`src/synth_settings.svh`:
```
`ifndef SYNTH_SETTINGS_SVH
`define SYNTH_SETTINGS_SVH

// Sample and note widths
`define SAMPLE_W        8
`define NOTE_W          6
`define NUM_NOTES       36

// Divider counter must hold the C2 value of 1915712
`define DIV_W           21

// I2S word, sample replicated into both bytes
`define I2S_WORD_BITS   16

// Noise register reset value
`define LFSR_SEED       16'hACE1

// Command characters
`define CMD_TRI         8'h54   // 'T'
`define CMD_SAW         8'h53   // 'S'
`define CMD_SQR         8'h51   // 'Q'
`define CMD_NOISE_ON    8'h4E   // 'N'
`define CMD_NOISE_OFF   8'h46   // 'F'
`define CMD_SINE        8'h57   // 'W', no sine table, byte is ignored

// Note character ranges
`define CHAR_DIGIT_LO   8'h30   // '0'
`define CHAR_DIGIT_HI   8'h39   // '9'
`define CHAR_UPPER_LO   8'h41   // 'A'
`define CHAR_UPPER_HI   8'h5A   // 'Z'

`endif

```
`src/synth_pkg.sv`:
```
`default_nettype none

`include "synth_settings.svh"

package synth_pkg;

    // One audio sample, unsigned
    typedef logic [`SAMPLE_W-1:0] sample_t;

    // Index into the note divider table
    typedef logic [`NOTE_W-1:0] note_t;

    // Tone selection
    typedef enum logic [1:0] {
        WAVE_TRI = 2'd0,
        WAVE_SAW = 2'd1,
        WAVE_SQR = 2'd2
    } wave_e;

endpackage

`default_nettype wire

```
`src/i2s_tx.sv`:
```
`timescale 1ns/1ps
`default_nettype none

`include "synth_settings.svh"

module i2s_tx
    import synth_pkg::*;
(
    input  logic    clk,
    input  logic    rst_n,
    input  logic    ena,
    input  sample_t sample,
    output logic    sck,
    output logic    ws,
    output logic    sd
);

    localparam int                CNT_W    = $clog2(`I2S_WORD_BITS);
    localparam logic [CNT_W-1:0]  LAST_BIT = CNT_W'(`I2S_WORD_BITS - 1);

    logic [CNT_W-1:0]          bit_cnt;
    logic [`I2S_WORD_BITS-1:0] word;

    always_ff @(posedge clk) begin
        if (!rst_n) begin
            sck     <= 1'b0;
            ws      <= 1'b0;
            sd      <= 1'b0;
            bit_cnt <= '0;
            word    <= '0;
        end else if (ena) begin
            sck <= ~sck;  // Bit clock at half the system clock
            if (sck) begin
                // sd only moves as sck falls, stable over the high phase
                bit_cnt <= bit_cnt + 1'b1;
                sd      <= word[LAST_BIT - bit_cnt];  // MSB first
                if (bit_cnt == LAST_BIT) begin
                    ws   <= ~ws;
                    word <= {sample, sample};  // Same byte on both halves
                end
            end
        end
    end

endmodule

`default_nettype wire

```
`src/osc_bank.sv`:
```
`timescale 1ns/1ps
`default_nettype none

`include "synth_settings.svh"

module osc_bank
    import synth_pkg::*;
(
    input  logic    clk,
    input  logic    rst_n,
    input  logic    ena,
    input  note_t   note,
    input  wave_e   wave,
    input  logic    noise_en,
    output sample_t sample
);

    localparam logic [`DIV_W-1:0] DIV_TABLE [`NUM_NOTES] = '{
        // Octave 2, ten times the plain ratio as in the original tuning
        21'd1915712,  // C2
        21'd1803586,  // C#2
        21'd1702624,  // D2
        21'd1607142,  // D#2
        21'd1515152,  // E2
        21'd1431731,  // F2
        21'd1351351,  // F#2
        21'd1275510,  // G2
        21'd1204819,  // G#2
        21'd1136364,  // A2
        21'd1075268,  // A#2
        21'd1017340,  // B2
        // Octave 3
        21'd95786,    // C3
        21'd90180,    // C#3
        21'd85131,    // D3
        21'd80357,    // D#3
        21'd75758,    // E3
        21'd71586,    // F3
        21'd67567,    // F#3
        21'd63775,    // G3
        21'd60241,    // G#3
        21'd56818,    // A3
        21'd53763,    // A#3
        21'd50867,    // B3
        // Octave 4
        21'd47878,    // C4
        21'd45090,    // C#4
        21'd42566,    // D4
        21'd40178,    // D#4
        21'd37878,    // E4
        21'd35793,    // F4
        21'd33783,    // F#4
        21'd31888,    // G4
        21'd30120,    // G#4
        21'd28409,    // A4
        21'd26881,    // A#4
        21'd25434     // B4
    };

    logic [`DIV_W-1:0]    div_val;
    logic [`DIV_W-1:0]    div_cnt;
    logic                 div_step;
    logic [`SAMPLE_W-1:0] saw_cnt;
    logic [`SAMPLE_W-1:0] tri_cnt;
    logic                 tri_down;
    logic                 sqr_state;
    logic [15:0]          lfsr;
    logic                 lfsr_fb;
    sample_t              tone;

    // Receiver never selects past the table, fall back to note 0
    assign div_val = (note < `NUM_NOTES) ? DIV_TABLE[note] : DIV_TABLE[0];

    // >= so a switch to a shorter divider wraps at once
    assign div_step = ena && (div_cnt >= div_val);

    always_ff @(posedge clk) begin
        if (!rst_n) begin
            div_cnt <= '0;
        end else if (ena) begin
            if (div_step) begin
                div_cnt <= '0;
            end else begin
                div_cnt <= div_cnt + 1'b1;
            end
        end
    end

    // All three tones advance on the shared step
    always_ff @(posedge clk) begin
        if (!rst_n) begin
            saw_cnt   <= '0;
            tri_cnt   <= '0;
            tri_down  <= 1'b0;
            sqr_state <= 1'b0;
        end else if (div_step) begin
            saw_cnt   <= saw_cnt + 1'b1;  // Wraps at 255
            sqr_state <= ~sqr_state;
            if (!tri_down) begin
                if (tri_cnt == '1) begin
                    tri_down <= 1'b1;  // Hold one step at the top
                end else begin
                    tri_cnt <= tri_cnt + 1'b1;
                end
            end else begin
                if (tri_cnt == '0) begin
                    tri_down <= 1'b0;  // Hold one step at the bottom
                end else begin
                    tri_cnt <= tri_cnt - 1'b1;
                end
            end
        end
    end

    // Taps 15, 13, 12, 10
    assign lfsr_fb = lfsr[15] ^ lfsr[13] ^ lfsr[12] ^ lfsr[10];

    // Free runs while enabled so noise is ready when selected
    always_ff @(posedge clk) begin
        if (!rst_n) begin
            lfsr <= `LFSR_SEED;
        end else if (ena) begin
            lfsr <= {lfsr[14:0], lfsr_fb};
        end
    end

    always_comb begin
        case (wave)
            WAVE_TRI: tone = tri_cnt;
            WAVE_SAW: tone = saw_cnt;
            WAVE_SQR: tone = {`SAMPLE_W{sqr_state}};  // Full scale or zero
            default:  tone = '0;
        endcase
    end

    always_ff @(posedge clk) begin
        if (!rst_n) begin
            sample <= '0;
        end else begin
            sample <= noise_en ? lfsr[15:8] : tone;  // Noise overrides the tone
        end
    end

endmodule

`default_nettype wire

```
`src/synth_top.sv`:
```
`timescale 1ns/1ps
`default_nettype none

module synth_top
    import synth_pkg::*;
(
    input  logic clk,
    input  logic rst_n,
    input  logic ena,
    input  logic rx,
    output logic sck,
    output logic ws,
    output logic sd
);

    note_t   note;
    wave_e   wave;
    logic    noise_en;
    sample_t sample;

    uart_cmd_rx u_rx (
        .clk      (clk),
        .rst_n    (rst_n),
        .rx       (rx),
        .note     (note),
        .wave     (wave),
        .noise_en (noise_en)
    );

    osc_bank u_osc (
        .clk      (clk),
        .rst_n    (rst_n),
        .ena      (ena),
        .note     (note),
        .wave     (wave),
        .noise_en (noise_en),
        .sample   (sample)
    );

    i2s_tx u_i2s (
        .clk    (clk),
        .rst_n  (rst_n),
        .ena    (ena),
        .sample (sample),
        .sck    (sck),
        .ws     (ws),
        .sd     (sd)
    );

endmodule

`default_nettype wire

```
`src/uart_cmd_rx.sv`:
```
`timescale 1ns/1ps
`default_nettype none

`include "synth_settings.svh"

module uart_cmd_rx
    import synth_pkg::*;
(
    input  logic  clk,
    input  logic  rst_n,
    input  logic  rx,
    output note_t note,
    output wave_e wave,
    output logic  noise_en
);

    typedef enum logic [1:0] {
        ST_IDLE   = 2'd0,
        ST_RECV   = 2'd1,
        ST_DECODE = 2'd2
    } state_e;

    state_e     state;
    logic       rx_meta;
    logic       rx_sync;
    logic       rx_last;
    logic       start_edge;
    logic [2:0] bit_cnt;
    logic [7:0] rx_byte;

    // Two-flop synchronizer plus edge history, idle high
    always_ff @(posedge clk) begin
        if (!rst_n) begin
            rx_meta <= 1'b1;
            rx_sync <= 1'b1;
            rx_last <= 1'b1;
        end else begin
            rx_meta <= rx;
            rx_sync <= rx_meta;
            rx_last <= rx_sync;
        end
    end

    assign start_edge = rx_last & ~rx_sync;  // Falling edge of start cycle

    // LSB arrives first, shift in from the top
    always_ff @(posedge clk) begin
        if (state == ST_RECV) begin
            rx_byte <= {rx_sync, rx_byte[7:1]};
        end
    end

    always_ff @(posedge clk) begin
        if (!rst_n) begin
            state    <= ST_IDLE;
            bit_cnt  <= 3'd0;
            note     <= '0;
            wave     <= WAVE_TRI;
            noise_en <= 1'b0;
        end else begin
            case (state)
                ST_IDLE: begin
                    if (start_edge) begin
                        bit_cnt <= 3'd0;
                        state   <= ST_RECV;
                    end
                end
                ST_RECV: begin
                    bit_cnt <= bit_cnt + 3'd1;  // Wraps back to 0 after bit 7
                    if (bit_cnt == 3'd7) begin
                        state <= ST_DECODE;
                    end
                end
                ST_DECODE: begin
                    case (rx_byte)
                        `CMD_TRI:       wave     <= WAVE_TRI;
                        `CMD_SAW:       wave     <= WAVE_SAW;
                        `CMD_SQR:       wave     <= WAVE_SQR;
                        `CMD_NOISE_ON:  noise_en <= 1'b1;
                        `CMD_NOISE_OFF: noise_en <= 1'b0;
                        `CMD_SINE:      ;  // Capital, but must not pick a note
                        default: begin
                            if (rx_byte >= `CHAR_DIGIT_LO && rx_byte <= `CHAR_DIGIT_HI) begin
                                note <= note_t'(rx_byte - `CHAR_DIGIT_LO);  // Notes 0-9
                            end else if (rx_byte >= `CHAR_UPPER_LO &&
                                         rx_byte <= `CHAR_UPPER_HI) begin
                                note <= note_t'(rx_byte - 8'h37);  // 'A' maps to 10
                            end
                        end
                    endcase
                    state <= ST_IDLE;
                end
                default: state <= ST_IDLE;
            endcase
        end
    end

endmodule

`default_nettype wire

```
`config.mk`:
```
export PLATFORM = sky130hd
export DESIGN_NAME = synth_top
export DESIGN_NICKNAME = d
export VERILOG_FILES = /design/src/synth_pkg.sv /design/src/i2s_tx.sv /design/src/osc_bank.sv /design/src/synth_top.sv /design/src/uart_cmd_rx.sv
export VERILOG_INCLUDE_DIRS = /design/src /design/src/src
export SDC_FILE = /design/constraint.sdc
export NUM_CORES = 1
export LEC_CHECK = 0
export BUFFER_PORTS_ARGS = -buffer_cell sky130_fd_sc_hd__buf_2
export CAP_MARGIN = 20
export CORE_ASPECT_RATIO = 1.5
export CORE_MARGIN = 1
export CORE_UTILIZATION = 43
export CTS_CLUSTER_SIZE = 8
export DETAILED_ROUTE_END_ITERATION = 7
export PLACE_DENSITY = 0.58
export RECOVER_POWER = 50
export SLEW_MARGIN = 10
export SYNTH_ARGS = -nofsm -noshare
export SYNTH_HDL_FRONTEND = slang
export SYNTH_SLANG_ARGS = --single-unit
```
`constraint.sdc`:
```
create_clock -name clk -period 10.4 [get_ports clk]
set_clock_uncertainty 0.15 [all_clocks]
set_input_delay 2.08 -clock clk [delete_from_list [all_inputs] [get_ports clk]]
set_output_delay 2.08 -clock clk [all_outputs]
set_load 0.1 [all_outputs]
```
# [Yosys cells after proc, flatten, opt, wreduce, memory -nomap -nowiden]
# Memories as Yosys holds them, arrays and structs flattened.
# Cells that the tools add are included.
[classes] add_sub_neg=9 magnitude_cmp=8 eq_ne=17 n_mux=23 n_bitwise=10 reduce_logical=19
[ops] op="21-bit two-way mux" n=4
[ops] op="8-bit by 7-bit equality test with 1-bit output, second input constant" n=6
[ops] op="8-bit two-way mux" n=4
[ops] op="8-bit case mux with 3 select lines" n=1
[ops] op="21-bit by 1-bit adder with 21-bit output, second input constant" n=1
[ops] op="21-bit >= comparator" n=1
[ops] op="8-bit by 1-bit adder with 8-bit output, second input constant" n=2
[ops] op="6-bit two-way mux" n=2
[ops] op="6-bit subtractor, second input constant" n=2
[ops] op="2-bit AND reduction" n=5
[ops] op="3-bit AND reduction" n=3
[ops] op="8-bit equality test, second input constant" n=1
[ops] op="8-bit by 6-bit >= comparator with 1-bit output, second input constant" n=1
[ops] op="8-bit by 7-bit >= comparator with 1-bit output, second input constant" n=1
[ops] op="8-bit by 6-bit less-or-equal comparator with 1-bit output, second input constant" n=1
[ops] op="8-bit by 7-bit less-or-equal comparator with 1-bit output, second input constant" n=1
[ops] op="8-bit logical NOT" n=1
[ops] op="8-bit by 1-bit subtractor with 8-bit output, second input constant" n=1
[ops] op="7-bit >= comparator, second input constant" n=1
[ops] op="6-bit NOT with 7-bit output" n=1
[ops] op="6-bit < comparator, second input constant" n=1
[ops] op="2-bit case mux with 3 select lines" n=1
[ops] op="3-bit case mux with 2 select lines" n=1
[ops] op="2-bit nonzero test" n=3
[ops] op="other kinds (23)" n=40
[word_totals] register_bits=111 rom_bits=1344 in_bits=4 output_inout_bits=3 word_cells=108 mem_count=1
[memory_table] name="(no name shown)" depth=64 width=21 read_ports=1 rd_ports_with_merged_regs=0 write_ports=0 line="osc_bank.sv:72" text="assign div_val = (note < `NUM_NOTES) ? DIV_TABLE[note] : DIV_TABLE[0];"

# [Longest topological paths before layout]
# Gate-level depths: netlist of the first run.
[depth] depth_word=8 depth_mapped=18 depth_no_buf=15

# [Hierarchy]
# From an unflattened synthesis of the first run, not the netlist that was laid out.
[unflattened] cells_unflattened=788 hier_area_um2=6495.0
[by_module_without_submodules] mod="osc_bank" n_inst=1 cells_per_inst=600 area_each_um2=4494.3 seq_area_each_um2=1261.2
[by_module_without_submodules] mod="uart_cmd_rx" n_inst=1 cells_per_inst=123 area_each_um2=1292.5 seq_area_each_um2=580.6
[by_module_without_submodules] mod="i2s_tx" n_inst=1 cells_per_inst=65 area_each_um2=708.2 seq_area_each_um2=300.3

# [Worst setup path before layout of the first run]
# OpenSTA, ideal clock, no wires.
[synth_timing] path_kind="register -> register" start="reg u_rx.note[0]" end="reg u_osc.div_cnt[1]" setup_ps=71 arrival_ps=3514 t_required_ps=10179 path_slack_ps=6665 stages_incl_launch_ff=18 n_path_buf=3 synth_period_minus_slack_ps=3735 cell_sequence="dfxtp_1 > clkbuf_1 > inv_1 > ha_1 > nand2_1 > o21ai_0 > o21ai_0 > o21ai_0 > a21boi_0 > ha_1 > and2_0 > a221o_1 > a2bb2oi_1 > o211a_1 > clkbuf_1 > clkbuf_1 > nand3_1 > a21oi_1"
[synth_between] elab_chain_len=8 elab_cells_between_ends=9 cone_classes="order compare (2); mux (4); bitwise (1); reduce/logical (1); memory (1)"
[synth_lines] element="from (decl)" line="uart_cmd_rx.sv:12" text="output note_t note,"
[synth_lines] element="from (signal assigned)" line="uart_cmd_rx.sv:84" text="note <= note_t'(rx_byte - `CHAR_DIGIT_LO);"
[synth_lines] element="from (signal assigned)" line="uart_cmd_rx.sv:87" text="note <= note_t'(rx_byte - 8'h37);"
[synth_lines] element="6-bit NOT with 7-bit output (not written as such)" line="osc_bank.sv:72"
[synth_lines] element="memory read 64 x 21 bit"
[synth_lines] element="21-bit two-way mux (not written as such) (2 in series)" line="osc_bank.sv:72"
[synth_lines] element="21-bit two-way mux *" line="osc_bank.sv:72"
[synth_lines] element="21-bit >= comparator *" line="osc_bank.sv:75" text="assign div_step = ena && (div_cnt >= div_val);"
[synth_lines] element="1-bit logical AND *" line="osc_bank.sv:75"
[synth_lines] element="21-bit two-way mux *" line="osc_bank.sv:81" text="if (div_step) begin"
[synth_lines] element="to (signal assigned)" line="osc_bank.sv:84" text="div_cnt <= div_cnt + 1'b1;"
[synth_lines] element="to (decl)" line="osc_bank.sv:61" text="logic [`DIV_W-1:0] div_cnt;"
# Mark *: on every way between the ends. The rest lies on a longest branch, timed or not. The select of a mux whose other input is x is not followed.
# A chain may end at the register's enable or synchronous reset.

==> results.md, run 1 <==
* Slew margin rel. at -85.73%
* Area of the multi-input gates at around 4000 um2
* Core Footprint at around 15000 um2
* R2R depth at 14
* CTS Sinks at 103
* Peak VDD IR at approximately 100 uV
* HPWL after detailed placement at around 11 mm
* Crit-path cells: clkbuf_1 -> clkinv_1 -> clkbuf_1 -> a2111o_1 -> o32a_1 -> o21ai_0
* Worst flop-to-flop path endpoint: u_osc.div_cnt[13]
* Arrival @ worst endpoint at about 5.3 ns
* Mapped Avg Cell Area at between 8 and 9 um2
* Fin Setup TNS at 0 ns
* Post-route ant nets at 0
* Worst-Margin Slew at 2.786 ns
* IO Pins at 7
* Min-delay src: u_rx.rx_meta
* Max FO, Critical Path at 63
* Setup violators final at 0
* Yosys warns at 0
* Worst Hold Class: flop to flop
* Post-CTS Setup Bufs at 0
* Commonest non-fill, non-tap cell in the layout: nor2_1
* DR WL/cell at ~16 um
* Max incr delay on CP at 1.07 ns
* Max Cap Violations at 1
* Library cells used by synthesis at 63
* RR Startpoint: u_rx.note[0]
* Status: finished with violations
* Vias at roughly 5700
* Gpl congestion at 0.9314
* Most used cell, CP: clkbuf_1
* Static leakage at 2.639 nW
* Die area at 15570 um2
* Total Wirelength at 15.60 mm
* Hold path cells at 1
* Row count at 54
* Syn_nets at between 800 and 900
* RSZ-0062 raised after global routing: no
* Sink of the worst hold path: u_rx.rx_sync
* CP Capture Type: flop
* Nets at 827
* Largest delay share family, worst path: buffers and inverters
* PostCTS Resize Cnt at 0
* Die X at 102.2 um
* Critical path launch point type: input port
* Min Tclk post-route at 5.211 ns
* Post-Syn Instances at between 700 and 800
* Pre-antenna DRT Iters at 5
* Layout cells sized above 1 at 4.258%
* Worst R2R Setup Slack at 5.49 ns
* Fin area at approximately 6900 um2
* CP max-delay cell: clkbuf_1
* WP buf/inv at 3
* Final Hold Fails at 0
* Post-route DRC at 0
* Fill cells at 1484
* Port Buffers at 6
* Antenna cells at 0
* Area Growth Syn to Fin at 6.256%
* Number of synthesized flops with an enable pin at 8
* Placed cell area at 6586 um2
* Main area contributors after synthesis: dfxtp_1, ha_1, mux2i_1, nor2_1, a21oi_1
* CTS buffer count at 9
* Post-route clock period utilization at between 50% and 60%
* Gr ovfl total at 0
* H-Tree Depth at 3
* Hold_buf cts at 0
* Failing checks: capacitance limit, slew limit
* Drt first-iter violations at 410
* Achievable Freq at 191.9 MHz
* Starting density of the core at 44.20%
* Pwr dens at 117.5 nW/um2
* Predominant post-synthesis flop cell: dfxtp_1
* Max-slew violation count at 64
* Register Area at between 2000 and 2500 um2
* CP required at between 10 and 15 ns
* Post-synth top area share at 29.35%
* WS Path Type: input port to flop
* Yosys reg bits at 103
* Largest net degree at the start of global routing at between 60 and 70
* Vias in the first global route at approximately 5400
* Cell Area, Synth at 6480 um2
* Clk pin slew, worst setup/hold paths at 0.07 ns
* Skew-Pair Late Insertion Delay at 0.35 ns
* CTS max path bufs at 2
* CTS tree: built
* Via/cell ratio at 5.851
* Root Buffer: clkbuf_16
* Fraction of registers with async set/reset at 0%
* Die Y at 152.4 um
* Cell taking the most area after synthesis: dfxtp_1
* Tot GR Track Use at approximately a fifth
* First-pass GRT wire length at 25.97 mm
* Initial antenna violation count at 0
* Seq/Total Area, Yosys at 33.06%
* Most frequent cells in the layout: nor2_1, dfxtp_1, nand2_1
[where the power goes]
group	switching [mW]	internal, mW	total [mW]
registers	0.00839	0.408	0.416
clock network	0.159	0.191	0.350
logic	0.0274	0.0149	0.0423
total	0.195	0.614	0.809
[metrics by stage]
stage	hold WS, ns	cells	setup WS (ns)	utilization, %	total power [mW]
5_1_grt	0.2824	971	4.830	46.96	0.8417
4_1_cts	0.2675	971	5.570	47.00	0.8170
2_1_floorplan	0.2363	799	6.665	-	0.4589
3_5_place_dp	0.2456	955	5.585	44.92	0.4686
3_3_place_gp	0.2485	955	5.694	44.92	0.4673
6_report	0.2636	971	5.189	46.96	0.8090
[cells by family after synthesis]
logic type               synth area share [%]
buffers and inverters                   4.634
multiplexers                            7.530
flip-flops                              33.06
AND/OR/NAND/NOR                         20.35
adder cells (fa/ha/maj)                 10.35
XOR/XNOR                                4.596
AO/OA/AOI/OAI                           19.48
[worst max-delay path by stage]
stage / depth (start not counted) / slack [ns] / end / from
6_report: 6 / 5.19 / u_osc.tri_cnt[7] / rst_n
5_1_grt: 6 / 4.83 / u_osc.tri_cnt[7] / rst_n
4_1_cts: 14 / 5.57 / u_osc.div_cnt[6] / u_rx.note[0]
3_5_place_dp: 14 / 5.59 / u_osc.div_cnt[6] / u_rx.note[0]
3_3_place_gp: 13 / 5.69 / u_osc.div_cnt[10] / u_rx.note[0]
2_1_floorplan: 17 / 6.66 / u_osc.div_cnt[1] / u_rx.note[0]
[worst reg2reg max path: stages (launching register included)]
cell and delay (ns):
dfxtp_1 0.68, inv_1 0.34, ha_1 0.50, nand2_1 0.13, o21ai_0 0.12, o21ai_0 0.10
o21ai_0 0.15, a21boi_0 0.24, ha_1 0.26, and2_0 0.15, a221o_1 0.30, a2bb2oi_1 0.24
o211a_1 0.71, o21ai_1 0.51, nor2_1 0.26
[Yosys cell counts, types with 13 or more instances]
library cell / n
clkbuf_1: 41
a21oi_1: 57
nor3_1: 13
nand3_1: 32
xor2_1: 15
ha_1: 52
o21ai_0: 55
nor2_1: 96
dfxtp_1: 95
nand2_1: 71
nand4_1: 14
inv_1: 25
xnor2_1: 19
mux2i_1: 42
o22ai_1: 13
[registers in the layout (all words and copies together) (netlist names), 2 cells and up]
register and cells:
u_osc.div_cnt 21, u_osc.lfsr 16, u_i2s.word 8, u_osc.sample 8
u_osc.saw_cnt 8, u_osc.tri_cnt 8, u_rx.rx_byte 8, u_rx.note 6
u_i2s.bit_cnt 4, u_rx.bit_cnt 3, u_rx.state 2, u_rx.wave 2
[layer usage]
metal	GRT usage (%)	up-vias	share of wire [%]
met4	10.27	0	3.4
li1	-	2797	-
met2	34.90	184	50
met3	2.798	42	4.9
met5	0	-	0
met1	25.67	2658	41
[final cells by class]
type,count,area share [%]
Tap cell,196,3.562
Inverter,27,1.472
Multi-Input combinational cell,619,58.64
Clock inverter,6,1.090
Sequential cell,103,31.11
Clock buffer,10,3.325
Timing Repair Buffer,10,0.7996
Note: power is estimated with default switching activity, not from simulation.
==> inputs of run 2 (changes only) <==
Settings changed: ABC_AREA set to 1.
Clock period 10.4 ns to 4.9 ns, I/O delays scaled along.
==> run 2 against run 1 <==
  * The run still ends with capacitance limit, slew limit left
  * Sequential power rose by 110%
  * Critical path depth rose by 9
  * Design area rose by 1.7%
  * Final cell count rose by 18%
  * Worst setup slack got worse by 4.3 ns
  * Utilization rose by 0.82 points
  * Sequential share of layout area fell by 0.53 points
  * Hold slack improved by 0.0076 ns
  * Via count rose by 4.6%
  * Largest cell class unchanged
==> results.md, run 2 <==
* Number of cells on the critical path at 15 (was 6)
* Die area at 15610 um2 (was 15570 um2)
* Pre-antenna DRT Iters at 5 (unchanged)
* Worst Hold Class: flop to flop (unchanged)
* RR Startpoint: u_rx.note[3] (was u_rx.note[0])
* Peak VDD IR at 170.4 uV (was 104.1 uV)
* Pwr dens at 251.9 nW/um2 (was 117.5 nW/um2)
* Yosys warns at 0 (unchanged)
* Root Buffer: clkbuf_16 (unchanged)
* Post-CTS Setup Bufs at 0 (unchanged)
* Initial antenna violation count at 0 (unchanged)
* CTS max path bufs at 2 (unchanged)
* Status: finished with violations (unchanged)
* IO Pins at 7 (unchanged)
* Final Hold Fails at 0 (unchanged)
* Vias at 5942 (was 5681)
* H-Tree Depth at 3 (unchanged)
* Gpl congestion at 1.024 (was 0.9314)
* Max-slew violation count at 46 (was 64)
* Failing checks: capacitance limit, slew limit (unchanged)
* CP max-delay cell: dfxtp_1 (was clkbuf_1)
* DR WL/cell at 14.21 um (was 16.06 um)
* Seq/Total Area, Yosys at 32.98% (was 33.06%)
* Worst R2R Setup Slack at 0.91 ns (was 5.49 ns)
* Post-synth top area share at 29.28% (was 29.35%)
* Post-route clock period utilization at 81.47%
* Fin Setup TNS at 0 ns (unchanged)
* HPWL after detailed placement at 12.02 mm (was 10.95 mm)
* CTS Sinks at 103 (unchanged)
* Via/cell ratio at 5.203 (was 5.851)
* Crit-path cells: clkinv_1 -> buf_4 -> o21ai_0 -> o21ai_0 -> o211ai_1 -> ha_1 -> nand2_1 -> a21oi_1 -> nor2_1 -> nand2_1 -> nand2_1 -> nand4_4 -> nand2_2 -> nand2_4 -> nor3_1 (was clkbuf_1 -> clkinv_1 -> clkbuf_1 -> a2111o_1 -> o32a_1 -> o21ai_0)
* Commonest cells in the netlist: nand2_1, nor2_1, inv_1, dfxtp_1 (was nor2_1, dfxtp_1, nand2_1, a21oi_1, o21ai_0)
* Vias in the first global route at 5680 (was 5379)
* R2R depth at 15 (was 14)
* Layout cells sized above 1 at 4.651% (was 4.258%)
* Setup violators final at 0 (unchanged)
* Gr ovfl total at 0 (unchanged)
* Largest net degree at the start of global routing at 46 (was 64)
* CP Capture Type: flop (unchanged)
* Max Cap Violations at 1 (unchanged)
* Hold_buf cts at 0 (unchanged)
* Critical Path End: u_osc.div_cnt[14] (was u_osc.tri_cnt[7])
* Predominant post-synthesis flop cell: dfxtp_1 (unchanged)
* CTS tree: built (unchanged)
* Die Y at 152.5 um (was 152.4 um)
* RSZ-0062 raised after global routing: no (unchanged)
* Critical path launch point type: flop (was input port)
* Port Buffers at 6 (unchanged)
* Fin area at 7005 um2 (was 6885 um2)
* CTS buffer count at 9 (unchanged)
* Commonest non-fill, non-tap cell in the layout: nand2_1 (was nor2_1)
* PostCTS Resize Cnt at 0 (unchanged)
* Number of synthesized flops with an enable pin at 8 (unchanged)
* Fill cells at 1536 (was 1484)
* Antenna cells at 0 (unchanged)
* Tot GR Track Use at 22.28% (was 20.81%)
* Post-Syn Instances at 947 (was 799)
* WP buf/inv at 2 (was 3)
* Max FO, Critical Path at 19 (was 63)
* Row count at 54 (unchanged)
* Most frequent cell after synthesis: nand2_1 (was nor2_1)
* Starting density of the core at 44.30% (was 44.20%)
* Largest delay share family, worst path: simple AND/OR/NAND/NOR gates (was buffers and inverters)
* First-pass GRT wire length at 27.17 mm (was 25.97 mm)
* Nets at 998 (was 827)
* Post-route ant nets at 0 (unchanged)
* Min Tclk post-route at 3.992 ns
* Mapped Avg Cell Area at 6.858 um2 (was 8.110 um2)
* Main area contributors after synthesis: dfxtp_1, nand2_1, ha_1, nor2_1, inv_1 (was dfxtp_1, ha_1, mux2i_1, nor2_1, a21oi_1)
* Post-route DRC at 0 (unchanged)
* Cell Area, Synth at 6495 um2 (was 6480 um2)
* Core Footprint at 14660 um2 (unchanged)
* Most used cell, CP: nand2_1 (was clkbuf_1)
* Total Wirelength at 16.23 mm (was 15.60 mm)
* Static leakage at 3.223 nW (was 2.639 nW)
* Worst-Margin Slew at 1.995 ns (was 2.786 ns)
* Max FFs per register at 21 (unchanged)
* Cell taking the most area after synthesis: dfxtp_1 (unchanged)
* Yosys reg bits at 103 (unchanged)
* Most frequent cells in the layout: nand2_1, nor2_1, inv_1 (was nor2_1, dfxtp_1, nand2_1)
* Skew-Pair Late Insertion Delay at 0.36 ns (was 0.35 ns)
* Achievable Freq at 250.5 MHz
* Drt first-iter violations at 317 (was 410)
* Library cells used by synthesis at 47 (was 63)
* Top reg by flops: u_osc.div_cnt (unchanged)
* Max incr delay on CP at 0.74 ns (was 1.07 ns)
* CP startpoint: u_rx.note[3] (was rst_n)
* Area Growth Syn to Fin at 7.860% (was 6.256%)
* Slew margin rel. at -33.02% (was -85.73%)
* Die X at 102.4 um (was 102.2 um)
* Arrival @ worst endpoint at 4.12 ns (was 5.34 ns)
* Fin util at 47.78% (was 46.96%)
* Syn_nets at 1004 (was 856)
* CP required at 5.03 ns (was 10.52 ns)
* Worst flop-to-flop path endpoint: u_osc.div_cnt[14] (was u_osc.div_cnt[13])
* Biggest regs: u_osc.div_cnt x21, u_osc.lfsr x16 (unchanged)
* WS Path Type: flop to flop (was input port to flop)
* Placed cell area at 6671 um2 (was 6586 um2)
* Fraction of registers with async set/reset at 0% (unchanged)
* Clk pin slew, worst setup/hold paths at 0.08 ns (was 0.07 ns)
==> run 2: cell count changes in the layout (fill, tap and decap cells not counted), sizes merged, moves of 8 or more <==
cell / change
a21oi: +10
inv: +73
mux2i: -42
nand2: +161
nand2b: -11
nand3: +35
nor2: +35
nor3: +8
o22ai: -9
xnor2: -11
==> run 2: power breakdown <==
part	internal [mW]	switching, mW
Clock	0.444	0.360
Sequential	0.864	0.0152
Combinational	0.0255	0.0563
==> run 2: stage by stage <==
| stage | power, mW | setup slack (ns) | hold WS [ns] | instances |
|---|---|---|---|---|
| finish | 1.765 | 0.9082 | 0.2712 | 1142 |
| global route | 1.838 | 0.6276 | 0.2902 | 1142 |
| CTS | 1.791 | 1.066 | 0.2703 | 1142 |
| detailed placement | 0.9826 | 1.087 | 0.2523 | 1126 |
| global placement | 0.9820 | 1.096 | 0.2437 | 1126 |
| floorplan | 0.9614 | 1.835 | 0.2425 | 947 |
==> run 2: cell type report <==
cell class / instances / area, um2 / area share [%]
Clock buffer: 10 / 250.2 / 3.572
Clock inverter: 6 / 93.84 / 1.340
Inverter: 104 / 390.4 / 5.572
Multi-Input combinational cell: 711 / 3819 / 54.51
Sequential cell: 103 / 2142 / 30.58
Tap cell: 196 / 245.2 / 3.501
Timing Repair Buffer: 12 / 65.06 / 0.9287
==> run 2: worst min-delay path by stage <==
stage | startpoint | end | slack (ns) | depth (start not counted)
floorplan | u_rx.rx_meta | u_rx.rx_sync | 0.24 | 1
global placement | u_rx.rx_meta | u_rx.rx_sync | 0.24 | 1
detailed placement | u_rx.rx_meta | u_rx.rx_sync | 0.25 | 1
finish | u_rx.rx_meta | u_rx.rx_sync | 0.27 | 1
CTS | u_rx.rx_meta | u_rx.rx_sync | 0.27 | 1
global route | u_rx.rx_meta | u_rx.rx_sync | 0.29 | 1
==> run 2: worst reg2reg max path, stage by stage, from the launching register on <==
cell and delay, ns:
dfxtp_1 0.74, clkinv_1 0.51, buf_4 0.33, o21ai_0 0.12, o21ai_0 0.17, o211ai_1 0.29
ha_1 0.31, nand2_1 0.08, a21oi_1 0.05, nor2_1 0.09, nand2_1 0.06, nand2_1 0.09
nand4_4 0.18, nand2_2 0.30, nand2_4 0.20, nor3_1 0.24
==> run 2: metal layers <==
metal	vias to the layer above	share of wire, %	track usage, %
li1	3106	-	-
met1	2658	41	25.80
met2	135	51	38.57
met3	43	3.8	3.073
met4	0	4.0	12.24
met5	-	0	0
==> run 2: cells by family (layout without fill, tap and decap cells) <==
logic type / after synthesis / after routing / synth area share, %
buf+inv: 133 / 132 / 8.226
xor+xnor: 25 / 25 / 3.371
simple gates: 474 / 474 / 31.17
flops: 103 / 103 / 32.98
fa+ha+maj: 53 / 53 / 10.33
compound gates: 159 / 159 / 13.93
